## src/ldst_pkg.sv

```systemverilog
package ldst_pkg;

	// ============================================================
	// widths and constants
	// ============================================================
	localparam int NUM_REGS = 16;
	localparam int FETCH_DEPTH = 2;

	typedef logic [31:0] word;
	typedef logic [29:0] ptr;
	typedef logic [3:0]  reg_num;
	typedef logic [15:0] reg_list;

	typedef enum logic [1:0] {
		LDST_BYTE,
		LDST_HALF,
		LDST_WORD
	} ldst_size;

	typedef enum logic [1:0] {
		ST_IDLE,
		ST_ADDR,
		ST_XFER,
		ST_WB
	} ldst_state;

	// ============================================================
	// command, bus and register write bundles
	// ============================================================
	typedef struct packed {
		logic     load;
		ldst_size size;
		logic     sign_extend;
		logic     pre_indexed;
		logic     increment;
		logic     writeback;
		logic     block;
		reg_num   base_reg;
		reg_num   rd;
		reg_list  regs;
		word      offset;
	} ldst_cmd;

	typedef struct packed {
		ptr         addr;
		logic [3:0] be;
		word        wdata;
		logic       write;
		logic       start;
	} mem_req;

	typedef struct packed {
		logic ready;
		word  rdata;
	} mem_rsp;

	typedef struct packed {
		logic   en;
		reg_num num;
		word    data;
	} reg_wr;

endpackage

```

## src/ldst_pop.sv

```systemverilog
`timescale 1ns/1ps

module ldst_pop (
	input  ldst_pkg::reg_list regs,
	output logic              valid,
	output ldst_pkg::reg_num  pop_lower,
	output ldst_pkg::reg_num  pop_upper,
	output ldst_pkg::reg_list next_lower,
	output ldst_pkg::reg_list next_upper
);
	import ldst_pkg::*;

	assign valid = |regs;

	// lowest set bit, scanning down so the last hit wins
	always_comb begin
		pop_lower = '0;
		for (int i = $bits(regs) - 1; i >= 0; i--) begin
			if (regs[i])
				pop_lower = reg_num'(i);
		end
	end

	// highest set bit
	always_comb begin
		pop_upper = '0;
		for (int i = 0; i < $bits(regs); i++) begin
			if (regs[i])
				pop_upper = reg_num'(i);
		end
	end

	// x & (x - 1) drops the lowest one
	assign next_lower = regs & (regs - reg_list'(1));

	always_comb begin
		next_upper = regs;
		next_upper[pop_upper] = 1'b0;
	end

endmodule

```

## src/ldst_sizes.sv

```systemverilog
`timescale 1ns/1ps

module ldst_sizes (
	input  ldst_pkg::ldst_size size,
	input  logic               sign_extend,
	input  logic [1:0]         byte_off,
	input  ldst_pkg::word      store_data,
	input  ldst_pkg::word      rdata,
	output logic [3:0]         be,
	output ldst_pkg::word      wdata,
	output ldst_pkg::word      load_data
);
	import ldst_pkg::*;

	logic [4:0] shift;
	word        shifted;

	// store side: enables and lane replication
	always_comb begin
		case (size)
			LDST_BYTE: begin
				be = 4'b0001 << byte_off;
				wdata = {4{store_data[7:0]}};
				shift = {byte_off, 3'b000};
			end
			LDST_HALF: begin
				be = byte_off[1] ? 4'b1100 : 4'b0011;
				wdata = {2{store_data[15:0]}};
				shift = {byte_off[1], 4'b0000};
			end
			default: begin
				be = 4'b1111;
				wdata = store_data;
				shift = '0;
			end
		endcase
	end

	assign shifted = rdata >> shift;

	// load side: move the lane down, then extend
	always_comb begin
		case (size)
			LDST_BYTE:
				load_data = {{24{sign_extend & shifted[7]}}, shifted[7:0]};
			LDST_HALF:
				load_data = {{16{sign_extend & shifted[15]}}, shifted[15:0]};
			default:
				load_data = shifted;
		endcase
	end

endmodule

```

## src/ldst_control.sv

```systemverilog
`timescale 1ns/1ps

module ldst_control (
	input  logic              clk,
	input  logic              rst_n,
	input  ldst_pkg::ldst_cmd cmd,
	input  logic              cmd_issue,
	output logic              busy,
	output ldst_pkg::mem_req  req,
	input  ldst_pkg::mem_rsp  rsp,
	output ldst_pkg::reg_num  rd_num_a,
	output ldst_pkg::reg_num  rd_num_b,
	input  ldst_pkg::word     rd_data_a,
	input  ldst_pkg::word     rd_data_b,
	output ldst_pkg::reg_wr   load_wr
);
	import ldst_pkg::*;

	ldst_state  state;
	ldst_cmd    cmd_q;
	reg_list    mem_regs, next_lower, next_upper;
	reg_num     pop_lower, pop_upper, cur_reg;
	logic       pop_valid, accept, has_first, more, start_q;
	word        base_q, addr_q, new_base, step, load_data, wdata;
	logic [3:0] be;
	ldst_size   xfer_size;
	logic [4:0] reg_count;

	ldst_pop pop (
		.regs(mem_regs),
		.valid(pop_valid),
		.pop_lower(pop_lower),
		.pop_upper(pop_upper),
		.next_lower(next_lower),
		.next_upper(next_upper)
	);

	// block transfers always move whole words
	assign xfer_size = cmd_q.block ? LDST_WORD : cmd_q.size;

	ldst_sizes sizes (
		.size(xfer_size),
		.sign_extend(cmd_q.sign_extend),
		.byte_off(addr_q[1:0]),
		.store_data(rd_data_b),
		.rdata(rsp.rdata),
		.be(be),
		.wdata(wdata),
		.load_data(load_data)
	);

	assign accept = state == ST_IDLE && cmd_issue && !busy;
	assign cur_reg = !cmd_q.block ? cmd_q.rd : cmd_q.increment ? pop_lower : pop_upper;
	assign has_first = !cmd_q.block || pop_valid;
	assign more = cmd_q.block && (cmd_q.increment ? |next_lower : |next_upper);

	assign rd_num_a = cmd_q.base_reg;
	assign rd_num_b = cur_reg;

	assign reg_count = 5'($countones(cmd_q.regs));
	assign step = {25'd0, reg_count, 2'b00};

	always_comb begin
		if (!cmd_q.block)
			new_base = base_q + cmd_q.offset;
		else if (cmd_q.increment)
			new_base = base_q + step;
		else
			new_base = base_q - step;
	end

	assign req = '{addr: addr_q[31:2], be: be, wdata: wdata, write: !cmd_q.load,
		start: start_q};

	// ============================================================
	// sequencer
	// ============================================================
	always_ff @(posedge clk or negedge rst_n) begin
		if (!rst_n) begin
			state <= ST_IDLE;
			busy <= 1'b0;
			start_q <= 1'b0;
			load_wr <= '0;
		end else begin
			start_q <= 1'b0;
			load_wr.en <= 1'b0;
			case (state)
				ST_IDLE: begin
					busy <= accept;
					if (accept)
						state <= ST_ADDR;
				end
				ST_ADDR: begin
					if (has_first) begin
						start_q <= 1'b1;
						state <= ST_XFER;
					end else begin
						state <= ST_WB;
					end
				end
				ST_XFER: begin
					if (rsp.ready) begin
						if (cmd_q.load)
							load_wr <= '{en: 1'b1, num: cur_reg, data: load_data};
						if (more)
							start_q <= 1'b1;
						else
							state <= ST_WB;
					end
				end
				default: begin
					if (cmd_q.writeback)
						load_wr <= '{en: 1'b1, num: cmd_q.base_reg, data: new_base};
					state <= ST_IDLE;
				end
			endcase
		end
	end

	// command, base and address copies
	always_ff @(posedge clk) begin
		if (accept) begin
			cmd_q <= cmd;
			mem_regs <= cmd.regs;
		end
		if (state == ST_ADDR) begin
			base_q <= rd_data_a;
			addr_q <= cmd_q.pre_indexed ? rd_data_a + cmd_q.offset : rd_data_a;
		end
		if (state == ST_XFER && rsp.ready) begin
			mem_regs <= cmd_q.increment ? next_lower : next_upper;
			addr_q <= cmd_q.increment ? addr_q + 32'd4 : addr_q - 32'd4;
		end
	end

	a_start_in_xfer: assert property (@(posedge clk) disable iff (!rst_n)
		req.start |-> state == ST_XFER);

	a_no_issue_busy: assert property (@(posedge clk) disable iff (!rst_n)
		cmd_issue |-> !busy);

endmodule

```

## src/insn_fetch.sv

```systemverilog
`timescale 1ns/1ps

module insn_fetch (
	input  logic             clk,
	input  logic             rst_n,
	input  ldst_pkg::ptr     fetch_pc,
	input  logic             fetch_start,
	output ldst_pkg::mem_req req,
	input  ldst_pkg::mem_rsp rsp,
	output logic             insn_valid,
	output ldst_pkg::word    insn_word,
	output ldst_pkg::ptr     insn_addr,
	input  logic             insn_take
);
	import ldst_pkg::*;

	word  buf_word [FETCH_DEPTH];
	ptr   buf_addr [FETCH_DEPTH];
	logic [$clog2(FETCH_DEPTH)-1:0]   rd_ptr, wr_ptr;
	logic [$clog2(FETCH_DEPTH+1)-1:0] count, count_next;
	ptr   pc_q, addr_q;
	logic running, pending, discard, start_q;
	logic push, pop, can_issue;

	assign push = rsp.ready && !discard;
	assign pop = insn_valid && insn_take;

	always_comb begin
		case ({push, pop})
			2'b10: count_next = count + 1'b1;
			2'b01: count_next = count - 1'b1;
			default: count_next = count;
		endcase
	end

	// a new access reserves the slot its word will land in
	assign can_issue = running && !fetch_start && (!pending || rsp.ready)
		&& count_next < FETCH_DEPTH;

	assign insn_valid = count != '0;
	assign insn_word = buf_word[rd_ptr];
	assign insn_addr = buf_addr[rd_ptr];

	assign req = '{addr: addr_q, be: 4'b1111, wdata: '0, write: 1'b0, start: start_q};

	always_ff @(posedge clk or negedge rst_n) begin
		if (!rst_n) begin
			running <= 1'b0;
			pending <= 1'b0;
			discard <= 1'b0;
			start_q <= 1'b0;
			count <= '0;
			rd_ptr <= '0;
			wr_ptr <= '0;
			pc_q <= '0;
		end else begin
			start_q <= 1'b0;
			if (fetch_start) begin
				running <= 1'b1;
				pc_q <= fetch_pc;
				count <= '0;
				rd_ptr <= '0;
				wr_ptr <= '0;
				// a reply still on its way belongs to the old stream
				pending <= pending && !rsp.ready;
				discard <= pending && !rsp.ready;
			end else begin
				count <= count_next;
				if (push)
					wr_ptr <= wr_ptr + 1'b1;
				if (pop)
					rd_ptr <= rd_ptr + 1'b1;
				if (rsp.ready) begin
					pending <= 1'b0;
					discard <= 1'b0;
				end
				if (can_issue) begin
					start_q <= 1'b1;
					pending <= 1'b1;
					pc_q <= pc_q + 1'b1;
				end
			end
		end
	end

	always_ff @(posedge clk) begin
		if (can_issue)
			addr_q <= pc_q;
		if (push && !fetch_start) begin
			buf_word[wr_ptr] <= rsp.rdata;
			buf_addr[wr_ptr] <= addr_q;
		end
	end

	a_one_outstanding: assert property (@(posedge clk) disable iff (!rst_n)
		req.start |=> !req.start until_with rsp.ready);

endmodule

```

## src/mem_arbiter.sv

```systemverilog
`timescale 1ns/1ps

module mem_arbiter (
	input  logic             clk,
	input  logic             rst_n,
	input  ldst_pkg::mem_req ls_req,
	output ldst_pkg::mem_rsp ls_rsp,
	input  ldst_pkg::mem_req if_req,
	output ldst_pkg::mem_rsp if_rsp,
	output ldst_pkg::mem_req bus,
	input  ldst_pkg::mem_rsp bus_rsp
);
	import ldst_pkg::*;

	logic active, owner_ls;
	logic ls_pend, if_pend;
	logic ls_want, if_want, grant_ls, grant_if, sel_ls;

	// a start seen while the bus is taken waits here
	assign ls_want = ls_req.start || ls_pend;
	assign if_want = if_req.start || if_pend;

	assign grant_ls = !active && ls_want;
	assign grant_if = !active && !ls_want && if_want;
	assign sel_ls = active ? owner_ls : ls_want;

	always_comb begin
		bus = sel_ls ? ls_req : if_req;
		bus.start = grant_ls || grant_if;
	end

	assign ls_rsp = '{ready: bus_rsp.ready && active && owner_ls, rdata: bus_rsp.rdata};
	assign if_rsp = '{ready: bus_rsp.ready && active && !owner_ls, rdata: bus_rsp.rdata};

	always_ff @(posedge clk or negedge rst_n) begin
		if (!rst_n) begin
			active <= 1'b0;
			owner_ls <= 1'b0;
			ls_pend <= 1'b0;
			if_pend <= 1'b0;
		end else begin
			ls_pend <= ls_want && !grant_ls;
			if_pend <= if_want && !grant_if;
			if (grant_ls || grant_if) begin
				active <= 1'b1;
				owner_ls <= grant_ls;
			end else if (bus_rsp.ready) begin
				active <= 1'b0;
			end
		end
	end

	a_start_idle: assert property (@(posedge clk) disable iff (!rst_n)
		bus.start |=> !bus.start until_with bus_rsp.ready);

endmodule

```

## src/reg_file.sv

```systemverilog
`timescale 1ns/1ps

module reg_file (
	input  logic             clk,
	input  logic             rst_n,
	input  ldst_pkg::reg_num rd_num_a,
	input  ldst_pkg::reg_num rd_num_b,
	output ldst_pkg::word    rd_data_a,
	output ldst_pkg::word    rd_data_b,
	input  ldst_pkg::reg_wr  load_wr,
	input  ldst_pkg::reg_wr  exec_wr,
	output ldst_pkg::reg_wr  wb
);
	import ldst_pkg::*;

	word  regs [NUM_REGS];
	logic exec_ok;

	assign rd_data_a = regs[rd_num_a];
	assign rd_data_b = regs[rd_num_b];

	// load port beats the execute port on the same register
	assign exec_ok = exec_wr.en && !(load_wr.en && load_wr.num == exec_wr.num);
	assign wb = load_wr.en ? load_wr : exec_wr;

	always_ff @(posedge clk or negedge rst_n) begin
		if (!rst_n) begin
			for (int i = 0; i < NUM_REGS; i++)
				regs[i] <= '0;
		end else begin
			if (exec_ok)
				regs[exec_wr.num] <= exec_wr.data;
			if (load_wr.en)
				regs[load_wr.num] <= load_wr.data;
		end
	end

endmodule

```

## src/ldst_top.sv

```systemverilog
`timescale 1ns/1ps

module ldst_top (
	input  logic              clk,
	input  logic              rst_n,
	input  ldst_pkg::ldst_cmd cmd,
	input  logic              cmd_issue,
	output logic              busy,
	input  ldst_pkg::ptr      fetch_pc,
	input  logic              fetch_start,
	output logic              insn_valid,
	output ldst_pkg::word     insn_word,
	output ldst_pkg::ptr      insn_addr,
	input  logic              insn_take,
	input  ldst_pkg::reg_wr   exec_wr,
	output ldst_pkg::mem_req  bus,
	input  ldst_pkg::mem_rsp  bus_rsp,
	output ldst_pkg::reg_wr   wb
);
	import ldst_pkg::*;

	mem_req  ls_req, if_req;
	mem_rsp  ls_rsp, if_rsp;
	reg_num  rd_num_a, rd_num_b;
	word     rd_data_a, rd_data_b;
	reg_wr   load_wr;

	ldst_control control (
		.clk(clk), .rst_n(rst_n), .cmd(cmd), .cmd_issue(cmd_issue), .busy(busy),
		.req(ls_req), .rsp(ls_rsp), .rd_num_a(rd_num_a), .rd_num_b(rd_num_b),
		.rd_data_a(rd_data_a), .rd_data_b(rd_data_b), .load_wr(load_wr)
	);

	insn_fetch fetch (
		.clk(clk), .rst_n(rst_n), .fetch_pc(fetch_pc), .fetch_start(fetch_start),
		.req(if_req), .rsp(if_rsp), .insn_valid(insn_valid), .insn_word(insn_word),
		.insn_addr(insn_addr), .insn_take(insn_take)
	);

	mem_arbiter arbiter (
		.clk(clk), .rst_n(rst_n), .ls_req(ls_req), .ls_rsp(ls_rsp),
		.if_req(if_req), .if_rsp(if_rsp), .bus(bus), .bus_rsp(bus_rsp)
	);

	reg_file regs (
		.clk(clk), .rst_n(rst_n), .rd_num_a(rd_num_a), .rd_num_b(rd_num_b),
		.rd_data_a(rd_data_a), .rd_data_b(rd_data_b),
		.load_wr(load_wr), .exec_wr(exec_wr), .wb(wb)
	);

endmodule

```

## config.mk

```make
export PLATFORM = sky130hd
export DESIGN_NAME = ldst_top
export DESIGN_NICKNAME = d
export VERILOG_FILES = /design/src/ldst_pkg.sv /design/src/ldst_pop.sv /design/src/ldst_sizes.sv /design/src/ldst_control.sv /design/src/insn_fetch.sv /design/src/mem_arbiter.sv /design/src/reg_file.sv /design/src/ldst_top.sv
export SDC_FILE = /design/constraint.sdc
export NUM_CORES = 2
export LEC_CHECK = 0
export BUFFER_PORTS_ARGS = -buffer_cell sky130_fd_sc_hd__buf_2
export CAP_MARGIN = 40
export CORE_UTILIZATION = 55
export CTS_CLUSTER_SIZE = 10
export DETAILED_ROUTE_END_ITERATION = 8
export PLACE_DENSITY = 0.73
export SLEW_MARGIN = 30
export SYNTH_ARGS = -nofsm -noshare
export SYNTH_HDL_FRONTEND = slang
export SYNTH_HIERARCHICAL = 1
export SYNTH_SLANG_ARGS = --single-unit
export TNS_END_PERCENT = 20
```

## constraint.sdc

```tcl
create_clock -name clk -period 17.7 [get_ports clk]
set_input_delay 2.655 -clock clk [delete_from_list [all_inputs] [get_ports clk]]
set_output_delay 2.655 -clock clk [all_outputs]
set_load 0.1 [all_outputs]
```

# == After elaboration in Yosys (flattened, before gate mapping) ==
# Memory sizes are Yosys's and may differ from the RTL's.
# Index checks and enable logic that the tools add are counted.
# totals
register_bits,769
latchBits,0
ramBits,124
mem_bits_ro,0
out_inout_bits,169
n_memories,2
# classes
add_sub_neg,27
multipliers,0
n_div,0
order_cmp,9
eq_ne,10
n_shift,2
mux,99
bitwise_logic,10
n_reduce_logical,60
# memory_table
name,depth,width,read_ports,rd_ports_with_merged_regs,write_ports,line,source
fetch.buf_word,2,32,1,0,1,insn_fetch.sv:17,word buf_word [FETCH_DEPTH];
fetch.buf_addr,2,30,1,0,1,insn_fetch.sv:18,ptr buf_addr [FETCH_DEPTH];
# ops
op,n
$bwmux 512,2
$mux 512,2
$mux 32,12
$bmux 32 s4,2
$demux 32 s4,2
$mux 37,4
$mux 4,33
$pmux 32 s2,2
$pmux 37 s2,1
$mux 68,1
$add 32x32->32,2
$mux 30,2
$mux 16,3
$reduce_or 16->1,3
$add 5x5->5,7
$add 32x3->32 const B,1
$add 32x7->32,1
$and 16x16->16,2
$shr 32x5->32,1
$sub 32x3->32 const B,1
$sub 32x7->32,1
$add 30x1->30 const B,1
$logic_and 1x1->1,24
$mux 1,22
35 further kinds,85

# == Logic depth before layout (Yosys ltp) ==
# logic_depth
depth_word,27
ltp_mapped,26
depth_no_buf,26

# == Hierarchy ==
# Netlist, hierarchy kept.
# modules_own_cells
mod,n_inst,cells_per_inst,area_each_um2,seq_area_each_um2
reg_file,1,3748,34398.0,12812.3
ldst_control,1,1551,14619.0,5350.1
insn_fetch,1,516,7941.4,5575.3
mem_arbiter,1,157,1502.7,100.1
ldst_sizes,1,142,1242.4,0.0
ldst_pop,1,103,638.1,0.0

# == Worst setup path before layout ==
# No wires, ideal clock.
# synth_path
path_kind,in2reg
startpoint,input fetch_start
endpoint,memory fetch/buf_addr[0][0] (netlist bit) (enable)
setup_ps,559
t_arrival_ps,7418
path_slack_ps,9724
stages,4
path_buffers,3
path_cell_list,buf_6 > clkbuf_1 > clkbuf_1 > nor3_1
# synth_between
elab_chain_cells,4
# synth_lines
element,line,source
"start, declared",ldst_top.sv:10,"input logic fetch_start,"
$logic_not 1->1,insn_fetch.sv:89,if (push && !fetch_start) begin
$logic_and 1x1->1,insn_fetch.sv:89,
$mux 1,insn_fetch.sv:89,
$mux 1 (implied by the code),insn_fetch.sv:91,buf_addr[wr_ptr] <= addr_q;
"end, declared",insn_fetch.sv:18,
# Every way passes these cells.

==> metrics.md <==
| Metric | Value |
|---|---|
| Outcome | completed |
| Fraction of layout cells with a size suffix above 1 | 0.195 |
| Cts-stage hold buffer count | 0 |
| Critical path data required time | around 15000 ps |
| Top Ports | around 340 |
| Synth Instances | around 6200 |
| Std-Cell Rows | 121 |
| Warnings from Yosys | 6 |
| Placeable core area | 0.109 mm2 |
| Relative area change from synthesis to final layout | 8.54% |
| Worst Skew | roughly 24 ps |
| Post-CTS Setup Inserts | 0 |
| Worst setup EP type | output port |
| Post-Layout Cell Count | 7594 |
| Seq cells post-synth | between 800 and 900 |
| Drt first pass iters | 7 |
| Mapped Avg Cell Area | 9.71 um2 |
| Final WL | 229 mm |
| Most instantiated library cell after synthesis | sky130_fd_sc_hd__nor2_1 |
| Pins over their slew limit | 0 |
| Final setup vio count | 0 |
| Sinks on the clock net | just under 900 |
| Width of the die | 333 um |
| Vias per Instance | 7.19 |
| Shortest clock period the worst path allows after layout | between 9000 and 10000 ps |
| Global-route wire length before repair | approximately 330 mm |
| Number of global-route vias before repair | 50900 |
| Cell type with the highest aggregate area in the netlist | sky130_fd_sc_hd__dfrtp_1 |
| WL per Instance | roughly 30 um |
| Kind of launch point of the worst setup path | flop |
| Leading register cell type out of synthesis | sky130_fd_sc_hd__dfrtp_1 |
| Number of antenna violations at the first check in global routing | 17 |
| Leak pwr | ~25 nW |
| Insertion delay to the later sink of the worst-skew pair | about 700 ps |
| Critical-path maximum fanout | 36 |
| Highest achievable clock rate | 100 MHz |
| Clk slew on worst S/H paths | about 60 ps |
| Die outline height | 333 um |
| Pin count of the biggest net entering global routing | approximately 260 |
| Cell types with the largest area share after synthesis | sky130_fd_sc_hd__dfrtp_1, sky130_fd_sc_hd__edfxtp_1, sky130_fd_sc_hd__mux4_2, sky130_fd_sc_hd__a31oi_1, sky130_fd_sc_hd__or3_1 |
| Buffer levels on the longest clock path | 3 |
| WS Path Type | reg2out |
| Share of flip-flops with an asynchronous set or reset after synthesis | 0.666 |
| Vias | 54600 |
| Number of placed instances, taps included | ~7400 |
| Number of flops mapped to enable cells by yosys | around 300 |
| Final hold slack | 470 ps |
| Detail Placement HPWL | ~150 mm |
| List of most frequent post-synthesis cells | sky130_fd_sc_hd__nor2_1, sky130_fd_sc_hd__o21ai_0, sky130_fd_sc_hd__dfrtp_1 |
| Arrival time at the worst endpoint | about 7300 ps |
| Antenna-violating nets left | 0 |
| Total number of nets in the final design | roughly 6400 |
| Power Density | about 210 mW/mm2 |
| PortBufs | around 340 |
| First-iteration detailed-routing DRC count | 7994 |
| Global-route usage over all layers | 0.401 |
| TritonCTS Buffers | around 110 |
| Cell at the root of the clock tree | sky130_fd_sc_hd__clkbuf_16 |
| RePlAce Congestion | between 0.9 and 1 |
| RSZ-0062 raised after global routing | false |
| Initial Utilization | 0.554 |
| Aggregate negative setup slack | 0 ps |
| CTS tree | done |
| Mapped Area | approximately 0.060 mm2 |
| Max-cap violations | 0 |
| Post-cts gate resize count | 0 |
| Number of unique standard cell types used by synthesis | between 100 and 150 |
| GR Overflow Total | 0 |
| Die footprint | approximately 0.11 mm2 |
| Tightest Pin Transition | between 1000 and 1500 ps |
| Post-route clock period utilization | 0.564 |
| Type of the tightest min-delay check | reg2reg |
| Area fraction of the dominant cell type after synthesis | 0.247 |
| VDD IR max | 0.000183 V |
| Final hold violations | 0 |
| DRC Markers | 0 |
| Max transition margin | 0.288 |
| Sequential cell area fraction in the yosys report | 0.395 |
| H-tree levels | 3 |
[metrics by stage]
step	power, mW	setup slack (ps)	util	instance area, um2
floorplan	9.25	9720	-	60500
global placement	11.1	8930	0.566	61600
detailed placement	11.3	8910	0.569	62000
CTS	13.4	8140	0.598	65100
global route	14.2	7520	0.601	65500
finish	13.6	7710	0.602	65500
[sequential cells by signal, summed over array words and instances (netlist names), 2 cells and up]
signal            cells
control/addr_q       32
control/base_q       32
control/cmd_q        60
control/load_wr      37
control/mem_regs     16
control/rd_num_a      4
control/state         2
fetch/addr_q         30
fetch/buf_addr       60
fetch/buf_word       64
fetch/count           2
fetch/pc_q           30
regs/regs           512
[where the power goes]
part           leakage, nW  total (mW)  internal, mW  switching (mW)
registers             9.81        3.78          3.03           0.755
clock network         1.53        2.08          1.18           0.905
logic                 14.0        7.75          2.84            4.91
[path summary, 6_finish.rpt]
path / startpoint / end / slack [ps] / depth (start not counted)
setup / recovery: control/mem_regs[6]$_DFFE_PP_ / bus[29] / 7710 / 15
hold / removal: fetch/addr_q[12]$_DFFE_PP_ / fetch/buf_addr[1][12]$_DFFE_PP_ / 470 / 0
setup reg to reg: control/cmd_q[32]$_DFFE_PP_ / control/load_wr[30]$_DFFE_PN0P_ / 10970 / 25
hold reg to reg: fetch/addr_q[12]$_DFFE_PP_ / fetch/buf_addr[1][12]$_DFFE_PP_ / 470 / 0
max in group asynchronous: rst_n / regs/regs[508]$_DFF_PN0_ / 13200 / 6
min in group asynchronous: rst_n / regs/regs[420]$_DFF_PN0_ / 1960 / 1
[layer usage]
metal  part of all wire  track usage
met5            0.00029            0
met4              0.074        0.262
met3               0.14        0.117
met2               0.43        0.598
met1               0.36        0.510
[logic make-up after synthesis]
kind of cell    count (synthesis)  synth area share
xor+xnor                      103            0.0154
buf+inv                       840            0.0652
fa+ha+maj                     147            0.0322
compound gates               1806             0.187
mux                           505             0.142
other cells                     3          0.000187
flops                         893             0.395
simple gates                 1920             0.163
[layout by cell type, fill, tap and decap left out, types with 54 or more instances in the layout]
master                      synthesis  layout
sky130_fd_sc_hd__ha_1             133     132
sky130_fd_sc_hd__clkbuf_16          0     106
sky130_fd_sc_hd__o21ai_0          633     633
sky130_fd_sc_hd__a22oi_1          139     139
sky130_fd_sc_hd__mux2i_1           56      56
sky130_fd_sc_hd__nor2_1           683     681
sky130_fd_sc_hd__nand3b_1          75      75
sky130_fd_sc_hd__or3_1            525     525
sky130_fd_sc_hd__buf_2             59     336
sky130_fd_sc_hd__a21o_1            59      59
sky130_fd_sc_hd__inv_1             79      78
sky130_fd_sc_hd__edfxtp_1         298     298
sky130_fd_sc_hd__mux2_2           149     149
sky130_fd_sc_hd__mux4_2           263     263
sky130_fd_sc_hd__xnor2_1           54      54
sky130_fd_sc_hd__buf_4            154     127
sky130_fd_sc_hd__nand3_1           85      76
sky130_fd_sc_hd__a21oi_1          145     143
sky130_fd_sc_hd__a31oi_1          541     541
sky130_fd_sc_hd__dfrtp_1          595     593
sky130_fd_sc_hd__nand2_1          279     264
[final cells by class]
| cell class | count | area (um2) |
|---|---|---|
| Antenna cell | 9 | 22.5 |
| Clock buffer | 162 | 2980 |
| Clock inverter | 12 | 163 |
| Fill cell | 8799 | 43400 |
| Inverter | 81 | 304 |
| Multi-Input combinational cell | 4520 | 32900 |
| Sequential cell | 893 | 23800 |
| Tap cell | 1414 | 1770 |
| Timing Repair Buffer | 503 | 3480 |
[worst max-delay path, cell delays in order, from the launching register on]
cell and delay [ps]:
sky130_fd_sc_hd__edfxtp_1 490, sky130_fd_sc_hd__a2111o_1 480, sky130_fd_sc_hd__o22a_1 200, sky130_fd_sc_hd__o31ai_1 70, sky130_fd_sc_hd__mux2i_1 160, sky130_fd_sc_hd__a21oi_4 170, sky130_fd_sc_hd__buf_4 590, sky130_fd_sc_hd__buf_4 730
sky130_fd_sc_hd__buf_4 640, sky130_fd_sc_hd__mux4_2 600, sky130_fd_sc_hd__a22oi_1 240, sky130_fd_sc_hd__nand2_1 370, sky130_fd_sc_hd__mux2i_1 650, sky130_fd_sc_hd__o21ai_0 390, sky130_fd_sc_hd__mux2_2 360, sky130_fd_sc_hd__buf_2 290
Note: power is estimated with default switching activity, not from simulation.
